$ cat config.mk
export PLATFORM = sky130hd
export DESIGN_NAME = rs_alloc
export DESIGN_NICKNAME = d
export VERILOG_FILES = /design/src/rs/rs_alloc.sv
export VERILOG_INCLUDE_DIRS = /design/src /design/src/common
export SDC_FILE = /design/constraint.sdc
export NUM_CORES = 1
export LEC_CHECK = 0
export BUFFER_PORTS_ARGS = -buffer_cell sky130_fd_sc_hd__buf_4
export CORE_AREA = 2 2 39 41
export DETAILED_ROUTE_END_ITERATION = 8
export DIE_AREA = 0 0 41 43
export REMOVE_ABC_BUFFERS = 1
export SLEW_MARGIN = 20
export SYNTH_ARGS = -nofsm -noshare
export SYNTH_HDL_FRONTEND = slang
export SYNTH_SLANG_ARGS = --single-unit
$ cat constraint.sdc
create_clock -name vclk -period 1.6
set_clock_uncertainty 0.15 [all_clocks]
set_input_delay 0.08 -clock vclk [all_inputs]
set_output_delay 0.08 -clock vclk [all_outputs]
set_load 0.01 [all_outputs]
$ cat src/common/rs_params.svh
/*
 * Sizing macros for the reservation station
 * Entry count, register tags, ROB index, operand width, issue slots
 */

`ifndef RS_PARAMS_SVH
`define RS_PARAMS_SVH

// Station and machine sizes
`define RS_SIZE   8
`define PRF_SIZE  64
`define ROB_SIZE  32
`define DATA_W    64
`define FU_SLOTS  6

// Physical register tag width
`define TAG_W     $clog2(`PRF_SIZE)

// ROB index width, the extra top bit selects the thread
`define ROB_W     ($clog2(`ROB_SIZE) + 1)

`endif

$ cat src/rs/rs_alloc.sv
/*
 * Dispatch allocator
 * Two lowest free entries for the two dispatch slots, full flag
 */

`timescale 1ns/10ps
`include "rs_params.svh"

module rs_alloc (
	input  logic                clock,
	input  logic                rst,
	input  logic [`RS_SIZE-1:0] free_vec,
	input  logic                load1,
	input  logic                load2,
	output logic [`RS_SIZE-1:0] load_sel1,   // One-hot or zero
	output logic [`RS_SIZE-1:0] load_sel2,   // One-hot or zero
	output logic                rs_full
);

	logic [`RS_SIZE-1:0] first_free;
	logic [`RS_SIZE-1:0] rest_free;
	logic [`RS_SIZE-1:0] second_free;

	// x & -x keeps only the lowest set bit
	assign first_free  = free_vec & (~free_vec + 1'b1);
	assign rest_free   = free_vec & ~first_free;
	assign second_free = rest_free & (~rest_free + 1'b1);

	assign load_sel1 = load1 ? first_free : '0;
	assign load_sel2 = load2 ? second_free : '0;   // Even without load1

	// Fewer than two entries free
	assign rs_full = (second_free == '0);

	//////////////////////////////////////////////////////////////////////
	// Dispatch protocol checks
	//////////////////////////////////////////////////////////////////////

	no_load_when_full_a: assert property (@(posedge clock) disable iff (rst)
		(load1 || load2) |-> !rs_full)
		else $error("rs_alloc: dispatch while rs_full");

	grants_distinct_a: assert property (@(posedge clock) disable iff (rst)
		(load_sel1 & load_sel2) == '0)
		else $error("rs_alloc: both dispatch slots got the same entry");

endmodule

Word level (Yosys, flattened, before mapping)

Index checks and enable logic that the tools add are counted.

Flip-flop bits (word level): 0
Bits in latches: 0
Memory bits (writable): 0
Memory bits (read-only): 0
Input port bits: 12
Output and inout bits: 17
Word-level logic and storage cells: 11
Memories: 0

$add $sub $neg: 2
$mul: 0
Div/mod/pow operators: 0
Order comparisons: 0
Equal/unequal tests: 0
Shifts and indexed selects: 0
Mux-type cells: 2
Bitwise operators: 6
Reductions and logical operators: 1

Operators with widths:

| cell                                                           | number |
|---|---|
| 8-bit AND                                                      | 3 |
| 8-bit inverter                                                 | 3 |
| 8-bit by 1-bit adder with 8-bit output (second input constant) | 2 |
| 8-bit 2-to-1 mux                                               | 2 |
| 8-bit logical NOT                                              | 1 |

Logic depth before layout (Yosys ltp)

Depth after elaboration: 9
Depth in mapped cells: 5
Mapped depth without buffers: 4

Worst setup path after synthesis

No wires, ideal clock.

Path type: input port to output port
Start: in free_vec[1]
End: out load_sel2[6]
Data arrival time: 1.240 ns
Data required time: 1.370 ns
Setup slack: 0.130 ns
Stages: 5
Buffers on the path: 1
Cell sequence: buf_6 or4_4 a21oi_2 a21oi_2 nor3_1

Cells in the longest elaborated chain, start to end: 9

RTL lines:

| element                                | line           | RTL |
|---|---|---|
| start, declared                        | rs_alloc.sv:12 | `` input logic [`RS_SIZE-1:0] free_vec, `` |
| 8-bit inverter                         | rs_alloc.sv:25 | `assign first_free = free_vec & (~free_vec + 1'b1);` |
| 8-bit by 1-bit adder with 8-bit output | rs_alloc.sv:25 |  |
| 8-bit AND                              | rs_alloc.sv:25 |  |
| 8-bit inverter                         | rs_alloc.sv:26 | `assign rest_free = free_vec & ~first_free;` |
| 8-bit AND *                            | rs_alloc.sv:26 |  |
| 8-bit inverter                         | rs_alloc.sv:27 | `assign second_free = rest_free & (~rest_free + 1'b1);` |
| 8-bit by 1-bit adder with 8-bit output | rs_alloc.sv:27 |  |
| 8-bit AND *                            | rs_alloc.sv:27 |  |
| 8-bit 2-to-1 mux *                     | rs_alloc.sv:30 | `assign load_sel2 = load2 ? second_free : '0;` |
| end, declared                          | rs_alloc.sv:16 | `` output logic [`RS_SIZE-1:0] load_sel2, `` |

Mark *: on every way between the ends. The rest lies on a longest branch, timed or not.

Worst setup path after layout

Start: in free_vec[1]
End: out rs_full

Cells in the longest elaborated chain, start to end: 9

RTL lines:

| element                                | line           | RTL |
|---|---|---|
| 8-bit inverter                         | rs_alloc.sv:25 |  |
| 8-bit by 1-bit adder with 8-bit output | rs_alloc.sv:25 |  |
| 8-bit AND                              | rs_alloc.sv:25 |  |
| 8-bit inverter                         | rs_alloc.sv:26 |  |
| 8-bit AND *                            | rs_alloc.sv:26 |  |
| 8-bit inverter                         | rs_alloc.sv:27 |  |
| 8-bit by 1-bit adder with 8-bit output | rs_alloc.sv:27 |  |
| 8-bit AND *                            | rs_alloc.sv:27 |  |
| 8-bit logical NOT *                    | rs_alloc.sv:33 | `assign rs_full = (second_free == '0);` |
| end, declared                          | rs_alloc.sv:17 | `output logic rs_full` |

Marks and branches as above.

==> flow_metrics.tcl <==
set metrics [dict create \
    critPathLaunchType "input port" \
    ios 29 \
    nClkBuffers 0 \
    stdcell_count 83 \
    io_buffer_count 26 \
    diodes 0 \
    topRoutingLayerUsed "met3" \
    hold_end "load_sel1[0]" \
    syn-cell-area_um2 294.0 \
    synth.top_cell.area_share_pct 10.21 \
    grt_usage_pct 9.291 \
    wl_met2_um 405 \
    crit_required_ns 1.37 \
    antenna_found_initial 0 \
    synth_top_cell_by_area "and4b_1" \
    design.seq.count 0 \
    area_growth_pct 69.36 \
    finalSetupViolCount 0 \
    utilization_pct 35.99 \
    layout_min_cycle_time_ns 1.548 \
    crit_type "in -> out" \
    leakagePower_nw 0.2709 \
    synth.area.top_cells "and4b_1, and3_1, buf_6" \
    post_cts_buffers 0 \
    maxCapViolCount 0 \
    drt-total-wl_um 851 \
    grt_max_degree 10 \
    drive_gt1_share_pct 55.22 \
    maxSlewViolCount 0 \
    fillers 153 \
    whs_ns 0.3567 \
    arrival_ns 1.32 \
    synth_common_cells "nand2_1, nor2_1, and3_1" \
    final_nets 81 \
    drtIter0Drc 2 \
    die_area_um2 1763 \
    worstHoldPathCells 3 \
    core-area_um2 1384 \
    rows 14 \
    peakVddDrop_uv 53.67 \
    ys_seq_area_share_pct 0 \
    dr_wl_met3_um 70 \
    cts_resized 0 \
    total_power_w 0.00009667 \
    synth.distinct_cells 24 \
    path_max_fanout 3 \
    ys_warn_count 0 \
    regArea_um2 0 \
    gp_congestion 0.7470 \
    dieWidth_um 41 \
    avgSynthCellArea_um2 7.001 \
    p_per_area_nw_per_um2 194.1 \
    post-place-cells 83 \
    dr_total_vias 390 \
    endpoint_kind "output pin" \
    vias_per_cell 4.699 \
    hold_path_class "in -> out" \
    outcome "completed" \
    start_util_pct 21.25 \
    wire_per_inst_um 10.25 \
    grt_pass1_vias 303 \
    grt_pass1_wl_mm 1.248 \
    drt_pass1_iterations 4 \
    hold_viol_final 0 \
    hold_buffers 0 \
    drc 0 \
    synth_cells 42 \
    fmax_ghz 0.6462 \
    grt.overflow.total 0 \
    drtAntennaViolNets 0 \
    yosysMostFrequentCell "nand2_1" \
    final.setup.tns_ns 0 \
    rsz0062_at_grt "true" \
    min-delay-start "load1" \
    post-route-period-util_pct 96.73 \
    die_h_um 43 \
    wl_met1_um 375 \
]
-- power breakdown --
group | internal, W | total, W | switching [W] | leakage, nW
sequential | 0 | 0 | 0 | 0
clock | 0 | 0 | 0 | 0
combinational | 0.0000503 | 0.0000967 | 0.0000464 | 0.271
-- worst max-delay path, stage by stage --
cell and delay (ns):
buf_4 0.12, nor4_1 0.41, nand2_1 0.17, maj3_2 0.33
nor2_1 0.09, buf_4 0.12
-- worst max-delay path by stage --
stage / from / to / depth (start not counted)
floorplan: free_vec[1] / load_sel2[6] / 4
detailed placement: free_vec[1] / load_sel2[6] / 6
global placement: free_vec[1] / rs_full / 6
global route: free_vec[1] / rs_full / 6
finish: free_vec[1] / rs_full / 6
CTS: free_vec[1] / load_sel2[6] / 6
-- final cells by class --
type | count | area, um^2 | share of cell area (%)
multi-input cells | 38 | 260.3 | 52.26
repair buffers | 29 | 217.7 | 43.72
well taps | 16 | 20.02 | 4.020
-- per-stage QoR --
stage | worst slack, ns | area (um^2)
after floorplan | 0.2487 | 260.3
after global placement | 0.04346 | 498.0
after detailed placement | 0.04238 | 498.0
after CTS | 0.03793 | 498.0
after global routing | -0.008597 | 498.0
final | 0.05240 | 498.0
-- cell families (layout without fill, tap and decap cells) --
kind of cell    Yosys count  after routing  share of synthesized area, %
xor+xnor                  3              3                         8.938
other cells               1              1                         1.275
simple gates             27             27                         57.87
buf+inv                   4             29                         11.49
compound gates            6              6                         16.60
fa+ha+maj                 1              1                         3.830
-- placed cells by master, fill, tap and decap left out --
master	Yosys	final
buf_4	1	29
nand2_1	6	6
nor2_1	5	5
and3_1	4	4
and4b_1	3	3
a21oi_2	2	2
nor3_1	2	2
xor2_1	2	2
a211oi_1	1	1
a21o_1	1	1
or4_4	1	1
nor3_2	1	1
and4bb_2	1	1
o21ai_0	1	1
o2111a_1	1	1
and3_2	1	1
nor4_1	1	1
and3b_2	1	1
and2_1	1	1
maj3_2	1	1
xnor2_1	1	1
conb_1	1	1
-- metal layers --
metal  up-vias  global-route usage [%]
met3         0                  0.5236
met2        13                   16.56
met4         0                       0
li1        203                       -
met1       174                   12.34
met5         -                       0
No activity file was read; power rests on OpenSTA's default activity.
