File: config.mk
export PLATFORM = sky130hd
export DESIGN_NAME = rs_entry
export DESIGN_NICKNAME = d
export VERILOG_FILES = /design/src/common/rs_pkg.sv /design/src/rs/rs_entry.sv
export VERILOG_INCLUDE_DIRS = /design/src /design/src/common
export SDC_FILE = /design/constraint.sdc
export NUM_CORES = 1
export LEC_CHECK = 0
export BUFFER_PORTS_ARGS = -buffer_cell sky130_fd_sc_hd__buf_2
export CAP_MARGIN = 20
export CORE_AREA = 5 5 177 179
export CTS_CLUSTER_DIAMETER = 120
export DETAILED_ROUTE_END_ITERATION = 10
export DIE_AREA = 0 0 182 184
export PLACE_DENSITY = 0.8
export SETUP_SLACK_MARGIN = 0.5
export SYNTH_ARGS = -nofsm -noshare
export SYNTH_HDL_FRONTEND = slang
export SYNTH_SLANG_ARGS = --single-unit
File: constraint.sdc
create_clock -name clock -period 12.1 [get_ports clock]
set_clock_uncertainty 0.2 [all_clocks]
set_input_delay 1.815 -clock clock [delete_from_list [all_inputs] [get_ports clock]]
set_output_delay 1.815 -clock clock [all_outputs]
set_load 0.01 [all_outputs]
File: src/common/rs_params.svh
/*
 * Sizing macros for the reservation station
 * Entry count, register tags, ROB index, operand width, issue slots
 */

`ifndef RS_PARAMS_SVH
`define RS_PARAMS_SVH

// Station and machine sizes
`define RS_SIZE   8
`define PRF_SIZE  64
`define ROB_SIZE  32
`define DATA_W    64
`define FU_SLOTS  6

// Physical register tag width
`define TAG_W     $clog2(`PRF_SIZE)

// ROB index width, the extra top bit selects the thread
`define ROB_W     ($clog2(`ROB_SIZE) + 1)

`endif

File: src/common/rs_pkg.sv
/*
 * Shared types for the reservation station
 * ALU function and unit kind enums, dispatch / CDB / issue structs,
 * slot to unit kind mapping
 */

`include "rs_params.svh"

package rs_pkg;

	typedef enum logic [4:0] {
		ALU_ADD,              // Default function
		ALU_SUB,
		ALU_AND,
		ALU_OR,
		ALU_XOR,
		ALU_SLL,
		ALU_SRL,
		ALU_MULQ
	} alu_func_e;

	typedef enum logic [1:0] {
		FU_MULT,
		FU_ALU,
		FU_MEM
	} fu_sel_e;

	// One renamed instruction from the dispatcher
	typedef struct packed {
		logic [`TAG_W-1:0]  dest_tag;
		logic [`DATA_W-1:0] opa;        // Tag in low bits when opa_valid is clear
		logic               opa_valid;
		logic [`DATA_W-1:0] opb;        // Tag in low bits when opb_valid is clear
		logic               opb_valid;
		logic [`ROB_W-1:0]  rob_idx;
		alu_func_e          alu_func;
		logic [5:0]         op_type;
		fu_sel_e            fu_sel;
	} rs_disp_t;

	typedef struct packed {
		logic               valid;
		logic [`TAG_W-1:0]  tag;
		logic [`DATA_W-1:0] value;
	} cdb_t;

	// Instruction as handed to a function unit
	typedef struct packed {
		logic [`DATA_W-1:0] opa;
		logic [`DATA_W-1:0] opb;
		logic [`TAG_W-1:0]  dest_tag;
		logic [`ROB_W-1:0]  rob_idx;
		logic [5:0]         op_type;
		alu_func_e          alu_func;
	} rs_issue_t;

	// Slots 0 and 2 multiply, 1 and 3 are ALUs, 4 and 5 memory
	function automatic fu_sel_e slot_kind(input int unsigned slot);
		if (slot >= 4)
			slot_kind = FU_MEM;
		else if (slot % 2 == 0)
			slot_kind = FU_MULT;
		else
			slot_kind = FU_ALU;
	endfunction

endpackage

File: src/rs/rs_entry.sv
/*
 * Single reservation station entry
 * Dispatch-time CDB bypass, CDB wakeup of waiting operands,
 * release on issue grant or on a flush of the owning thread
 */

`timescale 1ns/10ps
`include "rs_params.svh"

module rs_entry import rs_pkg::*; (
	input  logic      clock,
	input  logic      rst,
	input  logic      load,          // Allocator picked this entry
	input  rs_disp_t  disp,
	input  cdb_t      cdb1,
	input  cdb_t      cdb2,
	input  logic      issue_grant,   // Taken by a function unit slot this cycle
	input  logic      flush_t0,
	input  logic      flush_t1,
	output logic      free,
	output logic      ready,
	output fu_sel_e   fu_sel,
	output logic      thread,
	output rs_issue_t entry_out
);

	logic               occupied;
	logic [`DATA_W-1:0] opa;
	logic               opa_valid;
	logic [`DATA_W-1:0] opb;
	logic               opb_valid;
	logic [`TAG_W-1:0]  dest_tag;
	logic [`ROB_W-1:0]  rob_idx;
	alu_func_e          alu_func;
	logic [5:0]         op_type;

	logic [`DATA_W:0]   opa_in;        // {valid, value} of incoming operands
	logic [`DATA_W:0]   opb_in;
	logic [`DATA_W:0]   opa_wake;      // {valid, value} of stored operands
	logic [`DATA_W:0]   opb_wake;
	logic               flush_hit;
	logic               load_kill;

	// Operand capture, CDB1 wins over CDB2
	function automatic logic [`DATA_W:0] capture(
		input logic [`DATA_W-1:0] value,
		input logic               valid,
		input cdb_t               c1,
		input cdb_t               c2
	);
		logic [`TAG_W-1:0] tag;
		tag = value[`TAG_W-1:0];
		if (valid)
			capture = {1'b1, value};
		else if (c1.valid && c1.tag == tag)
			capture = {1'b1, c1.value};
		else if (c2.valid && c2.tag == tag)
			capture = {1'b1, c2.value};
		else
			capture = {1'b0, value};
	endfunction

	assign opa_in   = capture(disp.opa, disp.opa_valid, cdb1, cdb2);
	assign opb_in   = capture(disp.opb, disp.opb_valid, cdb1, cdb2);
	assign opa_wake = capture(opa, opa_valid, cdb1, cdb2);
	assign opb_wake = capture(opb, opb_valid, cdb1, cdb2);

	assign flush_hit = occupied && (thread ? flush_t1 : flush_t0);
	assign load_kill = disp.rob_idx[`ROB_W-1] ? flush_t1 : flush_t0; // Flush beats load

	//////////////////////////////////////////////////////////////////////
	// Occupancy
	//////////////////////////////////////////////////////////////////////

	always_ff @(posedge clock) begin
		if (rst)
			occupied <= 1'b0;
		else if (load)
			occupied <= !load_kill;
		else if (flush_hit || issue_grant)
			occupied <= 1'b0;
	end

	// Payload and operand state
	always_ff @(posedge clock) begin
		if (load) begin
			{opa_valid, opa} <= opa_in;
			{opb_valid, opb} <= opb_in;
			dest_tag         <= disp.dest_tag;
			rob_idx          <= disp.rob_idx;
			alu_func         <= disp.alu_func;
			op_type          <= disp.op_type;
			fu_sel           <= disp.fu_sel;
		end else if (occupied) begin
			{opa_valid, opa} <= opa_wake;   // Wakeup while waiting
			{opb_valid, opb} <= opb_wake;
		end
	end

	assign free   = !occupied;
	assign ready  = occupied && opa_valid && opb_valid;
	assign thread = rob_idx[`ROB_W-1];

	always_comb begin
		entry_out.opa      = opa;
		entry_out.opb      = opb;
		entry_out.dest_tag = dest_tag;
		entry_out.rob_idx  = rob_idx;
		entry_out.op_type  = op_type;
		entry_out.alu_func = alu_func;
	end

	// The allocator only hands out entries that are free
	load_when_free_a: assert property (@(posedge clock) disable iff (rst)
		load |-> !occupied)
		else $error("rs_entry: load while occupied");

endmodule

## Yosys cells after proc, flatten, opt, wreduce, memory -nomap -nowiden

Cells that the tools add are included.

- Input port bits: 303
- Register bits after elaboration: 156

- Reduce and logical (&&, ||, !) cells: 20
- Muxes and demuxes: 24
- Equality and inequality tests: 10

Operators by type and width:

| kind | count |
|---|---|
| 65-bit two-way mux | 12 |
| 64-bit two-way mux | 4 |
| 6-bit equality test | 8 |
| 1-bit logical AND | 11 |
| 1-bit two-way mux | 8 |
| 3-bit AND reduction | 2 |
| 3-bit nonzero test | 2 |
| 2-bit inequality test, second input constant | 2 |
| 2-bit nonzero test | 2 |
| 1-bit zero test | 2 |
| 1-bit logical OR | 1 |

## Logic depth before layout (Yosys ltp)

Gate-level depths: netlist of the first run.

- Depth in word-level cells: 7
- Mapped depth: 8

## Worst setup path before layout of the first run

Ideal clock, no wire load.

- Path type: in2reg
- From: input port cdb1[66] (netlist name)
- To: register opa[0] (enable)
- Arrival time: 7.675 ns
- Setup time: 0.574 ns
- Setup slack: 3.650 ns
- Data required time: 11.326 ns
- Cell stages on the path: 8
- Path buffers: 3
- Cells stage by stage: clkbuf_1 -> xnor2_1 -> nand4_1 -> nor4_2 -> buf_2 -> buf_2 -> o21ai_0 -> o21ai_0

- Longest elaborated chain between the ends: 4

RTL lines:

| what | RTL line | text |
|---|---|---|
| start: declaration | rs_entry.sv:15 | `input cdb_t cdb1,` |
| 6-bit equality test | rs_entry.sv:55 | `else if (c1.valid && c1.tag == tag)` |
| 1-bit logical AND | rs_entry.sv:55 |  |
| 3-bit nonzero test (no source line) | n/a |  |
| 3-bit AND reduction (no source line) | n/a |  |
| end signal: assignment | rs_entry.sv:87 | `{opa_valid, opa} <= opa_in;` |
| end signal: assignment | rs_entry.sv:95 | `{opa_valid, opa} <= opa_wake;` |
| end: declaration | rs_entry.sv:28 | `` logic [`DATA_W-1:0] opa; `` |

No other way between the ends.
A chain may end at the register's enable or synchronous reset.

## Worst setup path after layout of the first run

- From: input port cdb1[66] (netlist name)
- To: register opb[0], data pin

- Longest elaborated chain between the ends: 6
- Elaborated cells on any way between the ends: 10
- Classes of those cells: eq/ne: 2; mux: 6; reduce/logical: 2

RTL lines:

| what | RTL line | text |
|---|---|---|
| 6-bit equality test | rs_entry.sv:55 |  |
| 1-bit logical AND | rs_entry.sv:55 |  |
| 65-bit two-way mux | rs_entry.sv:55 |  |
| 65-bit two-way mux | rs_entry.sv:53 | `if (valid)` |
| 64-bit two-way mux | rs_entry.sv:94 | `end else if (occupied) begin` |
| 64-bit two-way mux (*) | rs_entry.sv:86 | `if (load) begin` |
| end signal: assignment | rs_entry.sv:88 | `{opb_valid, opb} <= opb_in;` |
| end signal: assignment | rs_entry.sv:96 | `{opb_valid, opb} <= opb_wake;` |
| end: declaration | rs_entry.sv:30 | `` logic [`DATA_W-1:0] opb; `` |

Mark *: on every way between the ends. The rest lies on a longest branch, timed or not. The select of a mux whose other input is x is not followed.

==> results of run 1 <==
==> worst register-to-register path: cells and delay by family, from the launching register on <==
kind | cells | cell delay [ns]
simple gates | 2 | 1.59
flops | 1 | 0.51
compound gates | 2 | 0.44
buf+inv | 1 | 0.40
xor+xnor | 1 | 0.28
==> state kept, by name, summed over array words and instances, names as in the netlist <==
signal and flops:
alu_func 5, dest_tag 6, fu_sel 2, occupied 1, op_type 6, opa 64, opa_valid 1, opb 64
opb_valid 1, rob_idx 6
==> metrics by stage <==
stage | total power, µW | setup slack, ns
floorplan | 841.7 | 3.650
detailed placement | 1020 | 7.018
global placement | 1010 | 7.019
finish | 1593 | 7.352
global route | 1643 | 7.301
CTS | 1588 | 7.472
==> placed cells by master, fill, tap and decap left out, drive strengths merged, types with 2 or more instances in the layout <==
| cell type | count |
|---|---|
| nor3 | 130 |
| diode | 7 |
| xnor2 | 33 |
| inv | 144 |
| nand2b | 2 |
| nor4 | 5 |
| bufinv | 2 |
| nand2 | 2 |
| or2 | 3 |
| a211oi | 128 |
| nand3 | 4 |
| clkinvlp | 2 |
| edfxtp | 155 |
| clkbuf | 17 |
| mux2i | 65 |
| a31oi | 65 |
| xor2 | 12 |
| o21ai | 3 |
| nand4 | 6 |
| and3 | 65 |
| buf | 481 |
| o31ai | 2 |
| clkinv | 3 |
| o221ai | 128 |
| o22ai | 128 |
| nor2 | 3 |
| a21oi | 3 |
==> layout make-up <==
| class | count | area, µm² |
|---|---|---|
| Sequential cell | 156 | 4674 |
| Tap cell | 390 | 488.0 |
| Timing Repair Buffer | 481 | 2471 |
| Antenna cell | 7 | 17.52 |
| Clock inverter | 15 | 175.2 |
| Fill cell | 2725 | 14630 |
| Multi-Input combinational cell | 795 | 6010 |
| Clock buffer | 17 | 425.4 |
| Inverter | 136 | 511.7 |
==> path summary, 6_finish.rpt <==
kind                            start                   to  slack, ns  cells past startpoint
setup / recovery             cdb1[66]     opb[0]$_DFFE_PP_       7.35                      7
hold / removal    opa_valid$_DFFE_PP_  opa_valid$_DFFE_PP_       0.50                      2
setup reg to reg     opb[0]$_DFFE_PP_     opb[0]$_DFFE_PP_       8.40                      6
hold reg to reg   opa_valid$_DFFE_PP_  opa_valid$_DFFE_PP_       0.50                      2
==> power by group <==
group          switching [µW]  internal (µW)
Combinational             226            131
Clock                     263            313
Sequential               17.3            642
==> layer usage <==
metal	part of all wire	global-route usage	vias to the layer above	routed length [µm]
li1	-	-	5667	-
met1	0.36	0.3711	6344	19030
met2	0.47	0.4804	1276	25020
met3	0.12	0.06569	230	6478
met4	0.046	0.1597	6	2459
met5	0.00070	0	-	37
==> cells by family (layout without fill, tap and decap cells) <==
group	count (synthesis)	count (layout)	synth area share
other	0	7	0
flip-flops	156	156	0.3983
XOR/XNOR	45	45	0.03358
multiplexers	66	66	0.05639
AND/OR/NAND/NOR	224	224	0.1049
buffers and inverters	287	649	0.09924
AO/OA/AOI/OAI	460	460	0.3076
==> results_tabular.tex, run 1 <==
\begin{tabular}{lr}
\hline
Metric & Value \\
\hline
\multicolumn{2}{l}{\textbf{Run status}} \\
\quad Outcome & finished, final reports clean \\
\multicolumn{2}{l}{\textbf{Timing}} \\
\quad Timing-limited maximum frequency & 210.6 MHz \\
\quad Transition time of the tightest slew-check pin & 1.055 ns \\
\quad Max-slew headroom & 0.2939 \\
\quad Part of the cycle the worst path needs & 0.3924 \\
\quad Final Hold Slack & 0.5030 ns \\
\quad Setup TNS Final & 0 ns \\
\quad Setup violators final & 0 \\
\quad Tmin final & 4.748 ns \\
\quad Max-slew violations & 0 \\
\quad Final count of hold timing violations & 0 \\
\quad Unrepaired setup endpoints after global routing & false \\
\multicolumn{2}{l}{\textbf{Flow run}} \\
\quad Max-cap violations & 0 \\
\multicolumn{2}{l}{\textbf{Synthesis}} \\
\quad Count of mapped cells out of synthesis & 1238 \\
\quad Count of unique library cells instantiated by Yosys & 38 \\
\quad Leading register cell type out of synthesis & sky130\_fd\_sc\_hd\_\_edfxtp\_1 \\
\quad Top post-synthesis cells by count & 155 x sky130\_fd\_sc\_hd\_\_edfxtp\_1, 134 x sky130\_fd\_sc\_hd\_\_inv\_1, 130 x sky130\_fd\_sc\_hd\_\_nor3\_1, 128 x sky130\_fd\_sc\_hd\_\_a211oi\_1, 128 x sky130\_fd\_sc\_hd\_\_o22ai\_1 \\
\quad Area contributors post-synth & sky130\_fd\_sc\_hd\_\_edfxtp\_1 40\%, sky130\_fd\_sc\_hd\_\_a211oi\_1 8.2\%, sky130\_fd\_sc\_hd\_\_o22ai\_1 6.8\% \\
\quad Post-synthesis average cell area & 9.481 µm² \\
\quad Number of enable flip-flop cells after synthesis & 155 \\
\quad Most frequently used cell type in the post-synthesis netlist & sky130\_fd\_sc\_hd\_\_edfxtp\_1 \\
\quad Syn nets & 1541 \\
\quad Yosys Warn Count & 0 \\
\quad Fraction of registers with async set or reset after synthesis & 0 \\
\quad Cell area after synthesis & 11740 µm² \\
\quad Area share of the largest cell type after synthesis & 0.3965 \\
\quad Part of the Yosys area used for sequential elements & 0.3983 \\
\quad Largest area contributor in the synthesized netlist & sky130\_fd\_sc\_hd\_\_edfxtp\_1 \\
\quad Number of synthesized register bits & 156 \\
\multicolumn{2}{l}{\textbf{Floorplan}} \\
\quad Core box area & 29400 µm² \\
\quad Initial core utilization & 0.3992 \\
\quad IO Count & 459 \\
\quad Die Area & 33490 µm² \\
\quad Chip Width & 182 µm \\
\quad Die Y-Extent & 184 µm \\
\quad Rows & 63 \\
\multicolumn{2}{l}{\textbf{Critical path}} \\
\quad Critical Path, Cell by Cell & buf\_2, xnor2\_1, nand3\_4, or2\_2, buf\_4, a31oi\_1, o22ai\_1 \\
\quad Critical path's top delay family & simple AND/OR/NAND/NOR gates \\
\quad Biggest fanout along the worst timing path & 66 \\
\quad Worst Path Required & 12.05 ns \\
\quad Crit Path Class & input pin to register \\
\quad Crit-path slowest cell & sky130\_fd\_sc\_hd\_\_or2\_2 \\
\quad Crit path buf inv count & 2 \\
\quad Arrival time at the worst endpoint & 4.69 ns \\
\quad Crit end category & register \\
\quad Startpoint types & input pin \\
\quad Biggest cell delay along the critical path & 0.82 ns \\
\multicolumn{2}{l}{\textbf{Clock tree}} \\
\quad Buffer count from post-CTS setup fixing & 0 \\
\quad Clock slew at reported path FFs & 0.08 ns \\
\quad Clock buffer depth & 2 \\
\quad Number of buffers created by CTS & 17 \\
\quad Resized Gates After CTS & 0 \\
\quad TritonCTS clock tree & built \\
\quad H-tree depth & 4 \\
\quad Sink count of the clock tree & 156 \\
\quad Worst-skew pair later-pin latency & 0.43 ns \\
\quad Quantity of hold-fixing buffers added after cts & 0 \\
\quad Root Driver & sky130\_fd\_sc\_hd\_\_clkbuf\_16 \\
\multicolumn{2}{l}{\textbf{Global routing}} \\
\quad Global-route usage over all layers & 0.2968 \\
\quad Largest net degree at the start of global routing & 95 \\
\quad Global route overflow & 0 \\
\quad Global-route wire length before repair & 78650 µm \\
\quad Vias in the first global route & 13560 \\
\quad Initial antenna violation count & 10 \\
\multicolumn{2}{l}{\textbf{Finish}} \\
\quad Layout Cell Area excl Fill & 14770 µm² \\
\quad Count of placed standard cells in the final layout, fillers left out & 1997 \\
\quad Util after Layout & 0.5024 \\
\quad Total Nets Final & 1890 \\
\quad Post-synthesis to final-layout area growth & 25.86\% \\
\quad Layout cell share with drive strength beyond 1 & 0.3588 \\
\multicolumn{2}{l}{\textbf{Placed design}} \\
\quad Placed inst area & 14150 µm² \\
\quad Placer congestion estimate & 0.8734 \\
\quad Inst Count DP & 1958 \\
\quad Port Buffer Count & 458 \\
\quad Estimated wirelength of the detail-placed design & 33730 µm \\
\multicolumn{2}{l}{\textbf{Pwr}} \\
\quad VDD IR max & 0.00009084 V \\
\quad Reported leakage power & 0.005873 µW \\
\quad Cell Pwr Density & 107.8 nW/µm² \\
\multicolumn{2}{l}{\textbf{Min path}} \\
\quad Hold crit path type & register to register \\
\multicolumn{2}{l}{\textbf{Drt}} \\
\quad Total DRC errors in the routed layout & 0 \\
\quad Vias after detailed routing & 13520 \\
\quad Detail-routed via count per cell & 6.772 \\
\quad Final antenna-violating net count & 0 \\
\quad Initial drt markers & 1815 \\
\quad Routed len/inst & 26.55 µm \\
\quad Wire length after detailed routing & 53020 µm \\
\quad First-pass DRT Iterations & 7 \\
\hline
\end{tabular}
Note: power is estimated with default switching activity, not from simulation.
==> inputs of run 2 (changes only) <==
CORE_AREA = 5 5 174 176   (was 5 5 177 179)
DIE_AREA = 0 0 179 181   (was 0 0 182 184)
PLACE_DENSITY = 0.82   (was 0.8)
clock period = 4.5 ns   (was 12.1 ns; I/O delays follow)
==> run 2 against run 1 <==
Wire length rose by 3.0%. First-iteration DRC count rose by 24%. Clock power rose to 2.7 times the previous value. Via count rose by 0.87%. Sequential share of layout area fell by 0.20 points. Cell count rose by 0.45%. Setup slack got worse by 6.2 ns. Non-clock buffer count rose by 5. Core utilization rose by 2.0 points. Combinational power rose to 2.7 times the previous value.
==> results_tabular.tex, run 2 (synthesis results as in run 1) <==
\begin{tabular}{lr}
\hline
Metric & Value \\
\hline
\multicolumn{2}{l}{\textbf{Placed design}} \\
\quad Estimated wirelength of the detail-placed design & 34670 µm (+2.8\%) \\
\quad Port Buffer Count & 458 (unchanged) \\
\quad Placer congestion estimate & 0.9080 (+4.0\%) \\
\quad Inst Count DP & 1956 (-0.10\%) \\
\multicolumn{2}{l}{\textbf{Run status}} \\
\quad Outcome & finished, final reports clean \\
\multicolumn{2}{l}{\textbf{Floorplan}} \\
\quad Die Area & 32400 µm² (-3.3\%) \\
\quad Core box area & 28470 µm² (-3.2\%) \\
\quad Rows & 62 (-1.6\%) \\
\quad Chip Width & 179 µm (-1.6\%) \\
\quad Initial core utilization & 0.4123 (+0.01307) \\
\quad Die Y-Extent & 181 µm (-1.6\%) \\
\quad IO Count & 459 (unchanged) \\
\multicolumn{2}{l}{\textbf{Critical path}} \\
\quad Register-to-Register Path Depth & 6 (unchanged) \\
\quad CP startpoint & opb[3]\$\_DFFE\_PP\_ \\
\quad Crit end category & register \\
\quad End of the critical path & opb[41]\$\_DFFE\_PP\_ \\
\quad Crit Path Class & register to register \\
\quad Worst reg2reg path endpoint & opb[41]\$\_DFFE\_PP\_ \\
\quad Beginning of the worst register-to-register path & opb[3]\$\_DFFE\_PP\_ \\
\quad Worst Path Required & 4.44 ns (-7.61 ns) \\
\quad Arrival time at the worst endpoint & 3.26 ns (-1.43 ns) \\
\quad Flop-to-flop setup slack & 1.18 ns (-7.22 ns) \\
\quad Biggest fanout along the worst timing path & 42 (-36\%) \\
\quad Startpoint types & register \\
\multicolumn{2}{l}{\textbf{Global routing}} \\
\quad Largest net degree at the start of global routing & 79 (-17\%) \\
\quad Initial antenna violation count & 21 (+11) \\
\quad Global route overflow & 0 (unchanged) \\
\quad Global-route usage over all layers & 0.3158 (+0.01905) \\
\quad Vias in the first global route & 13690 (+0.96\%) \\
\quad M2 GR Usage & 0.4907 (+0.01035) \\
\quad Global Route met3 Usage & 0.08654 (+0.02085) \\
\quad Most crowded layer after global routing & met2 \\
\quad Global-route wire length before repair & 79910 µm (+1.6\%) \\
\quad Met1 Resource Use GR & 0.3938 (+0.02277) \\
\multicolumn{2}{l}{\textbf{Clock tree}} \\
\quad Clock buffer depth & 2 (unchanged) \\
\quad Quantity of hold-fixing buffers added after cts & 0 (unchanged) \\
\quad Root Driver & sky130\_fd\_sc\_hd\_\_clkbuf\_16 \\
\quad Clock slew at reported path FFs & 0.07 ns (about the same) \\
\quad Number of buffers created by CTS & 17 (unchanged) \\
\quad Resized Gates After CTS & 0 (unchanged) \\
\quad Worst-skew pair later-pin latency & 0.43 ns (about the same) \\
\quad Sink count of the clock tree & 156 (unchanged) \\
\quad H-tree depth & 4 (unchanged) \\
\quad TritonCTS clock tree & built \\
\quad Buffer count from post-CTS setup fixing & 0 (unchanged) \\
\multicolumn{2}{l}{\textbf{Finish}} \\
\quad Layout cell share with drive strength beyond 1 & 0.3607 (+0.001998) \\
\quad Final-layout fill cell count & 2608 (-4.3\%) \\
\quad Commonest non-fill, non-tap cell in the layout & sky130\_fd\_sc\_hd\_\_buf\_2 \\
\quad Post-synthesis to final-layout area growth & 26.66\% \\
\quad Total Nets Final & 1895 (+0.26\%) \\
\quad Most used cells in the layout excluding fill and tap cells & 457 x sky130\_fd\_sc\_hd\_\_buf\_2, 155 x sky130\_fd\_sc\_hd\_\_edfxtp\_1, 132 x sky130\_fd\_sc\_hd\_\_inv\_1 \\
\quad Count of placed standard cells in the final layout, fillers left out & 2006 (+0.45\%) \\
\multicolumn{2}{l}{\textbf{Timing}} \\
\quad Unrepaired setup endpoints after global routing & false \\
\quad Tmin final & 3.319 ns \\
\quad Max-slew headroom & 0.2833 (-0.01070) \\
\quad Setup TNS Final & 0 ns (unchanged) \\
\quad Setup violators final & 0 (unchanged) \\
\quad Final Hold Slack & 0.1976 ns (-0.3054 ns) \\
\quad Final count of hold timing violations & 0 (unchanged) \\
\quad Part of the cycle the worst path needs & 0.7375 \\
\quad Transition time of the tightest slew-check pin & 1.075 ns (+0.02005 ns) \\
\quad Max-slew violations & 0 (unchanged) \\
\quad Timing-limited maximum frequency & 301.3 MHz \\
\multicolumn{2}{l}{\textbf{Pwr}} \\
\quad Cell Pwr Density & 288.9 nW/µm² (+170\%) \\
\quad Internal portion of total power & 2924 µW (+170\%) \\
\quad Switching power share of the total & 0.3194 (+0.001239) \\
\quad Portion of total power attributed to sequential cells & 0.412 (-0.002) \\
\quad Clock power frac & 0.361 (about the same) \\
\quad Share of total power in combinational logic & 0.227 (+0.002) \\
\quad Overall power after layout & 4296 µW (+170\%) \\
\quad Switching Power & 1372 µW (+170\%) \\
\quad VDD IR max & 0.0002696 V (+200\%) \\
\quad Reported leakage power & 0.005902 µW (+0.49\%) \\
\multicolumn{2}{l}{\textbf{Drt}} \\
\quad First-pass DRT Iterations & 7 (unchanged) \\
\quad Detail-routed via count per cell & 6.800 (+0.41\%) \\
\quad Total DRC errors in the routed layout & 0 (unchanged) \\
\quad Vias after detailed routing & 13640 (+0.87\%) \\
\quad Wire length after detailed routing & 54600 µm (+3.0\%) \\
\quad Routed len/inst & 27.22 µm (+2.5\%) \\
\quad Final antenna-violating net count & 0 (unchanged) \\
\quad Initial drt markers & 2249 (+24\%) \\
\multicolumn{2}{l}{\textbf{Flow run}} \\
\quad Max-cap violations & 0 (unchanged) \\
\multicolumn{2}{l}{\textbf{Min path}} \\
\quad Hold crit path type & input pin to register \\
\hline
\end{tabular}
run 2: metal layers:
| metal | vias to the layer above | part of all wire |
|---|---|---|
| li1 | 5693 | - |
| met1 | 6335 | 0.35 |
| met2 | 1355 | 0.46 |
| met3 | 251 | 0.14 |
| met4 | 6 | 0.051 |
| met5 | - | 0.00071 |
run 2: per-stage QoR:
stage	utilization	instance area (µm²)	worst slack (ns)
floorplan	-	11770	0.5410
global placement	0.4989	14200	1.082
detailed placement	0.4989	14200	0.9249
CTS	0.5200	14800	1.195
global route	0.5222	14870	1.097
finish	0.5222	14870	1.181
run 2: critical path: stages (launching register included):
cell	delay [ns]
sky130_fd_sc_hd__edfxtp_1	0.53
sky130_fd_sc_hd__xnor2_1	0.32
sky130_fd_sc_hd__nand3_4	0.44
sky130_fd_sc_hd__or2_2	0.69
sky130_fd_sc_hd__buf_4	0.39
sky130_fd_sc_hd__a31oi_1	0.29
sky130_fd_sc_hd__o22ai_1	0.11
run 2: area by class of cell:
cell class | instances | area [µm²] | area share
Multi-Input combinational cell | 795 | 6011 | 0.4043
Sequential cell | 156 | 4674 | 0.3144
Timing Repair Buffer | 486 | 2546 | 0.1713
Inverter | 136 | 511.7 | 0.03442
Tap cell | 384 | 480.5 | 0.03232
Clock buffer | 17 | 425.4 | 0.02861
Clock inverter | 15 | 175.2 | 0.01178
Antenna cell | 17 | 42.54 | 0.002861
run 2: worst min path at each step:
| stage | end | cells past startpoint | startpoint | slack [ns] |
|---|---|---|---|---|
| final | occupied$_SDFFE_PP0P_ | 2 | rst | 0.20 |
| after global routing | occupied$_SDFFE_PP0P_ | 2 | rst | 0.17 |
| after CTS | occupied$_SDFFE_PP0P_ | 2 | rst | 0.17 |
| after detailed placement | opa_valid$_DFFE_PP_ | 2 | opa_valid$_DFFE_PP_ | 0.48 |
| after global placement | opa_valid$_DFFE_PP_ | 2 | opa_valid$_DFFE_PP_ | 0.43 |
| after floorplan | opa_valid$_DFFE_PP_ | 2 | opa_valid$_DFFE_PP_ | 0.40 |
run 2: power groups by stage:
stage | sequential [µW] | clock, µW | combinational, µW
2_1_floorplan | 1850 | 0 | 413
3_3_place_gp | 1800 | 0 | 918
3_5_place_dp | 1800 | 0 | 949
4_1_cts | 1770 | 1560 | 952
5_1_grt | 1780 | 1620 | 1030
6_report | 1770 | 1550 | 974
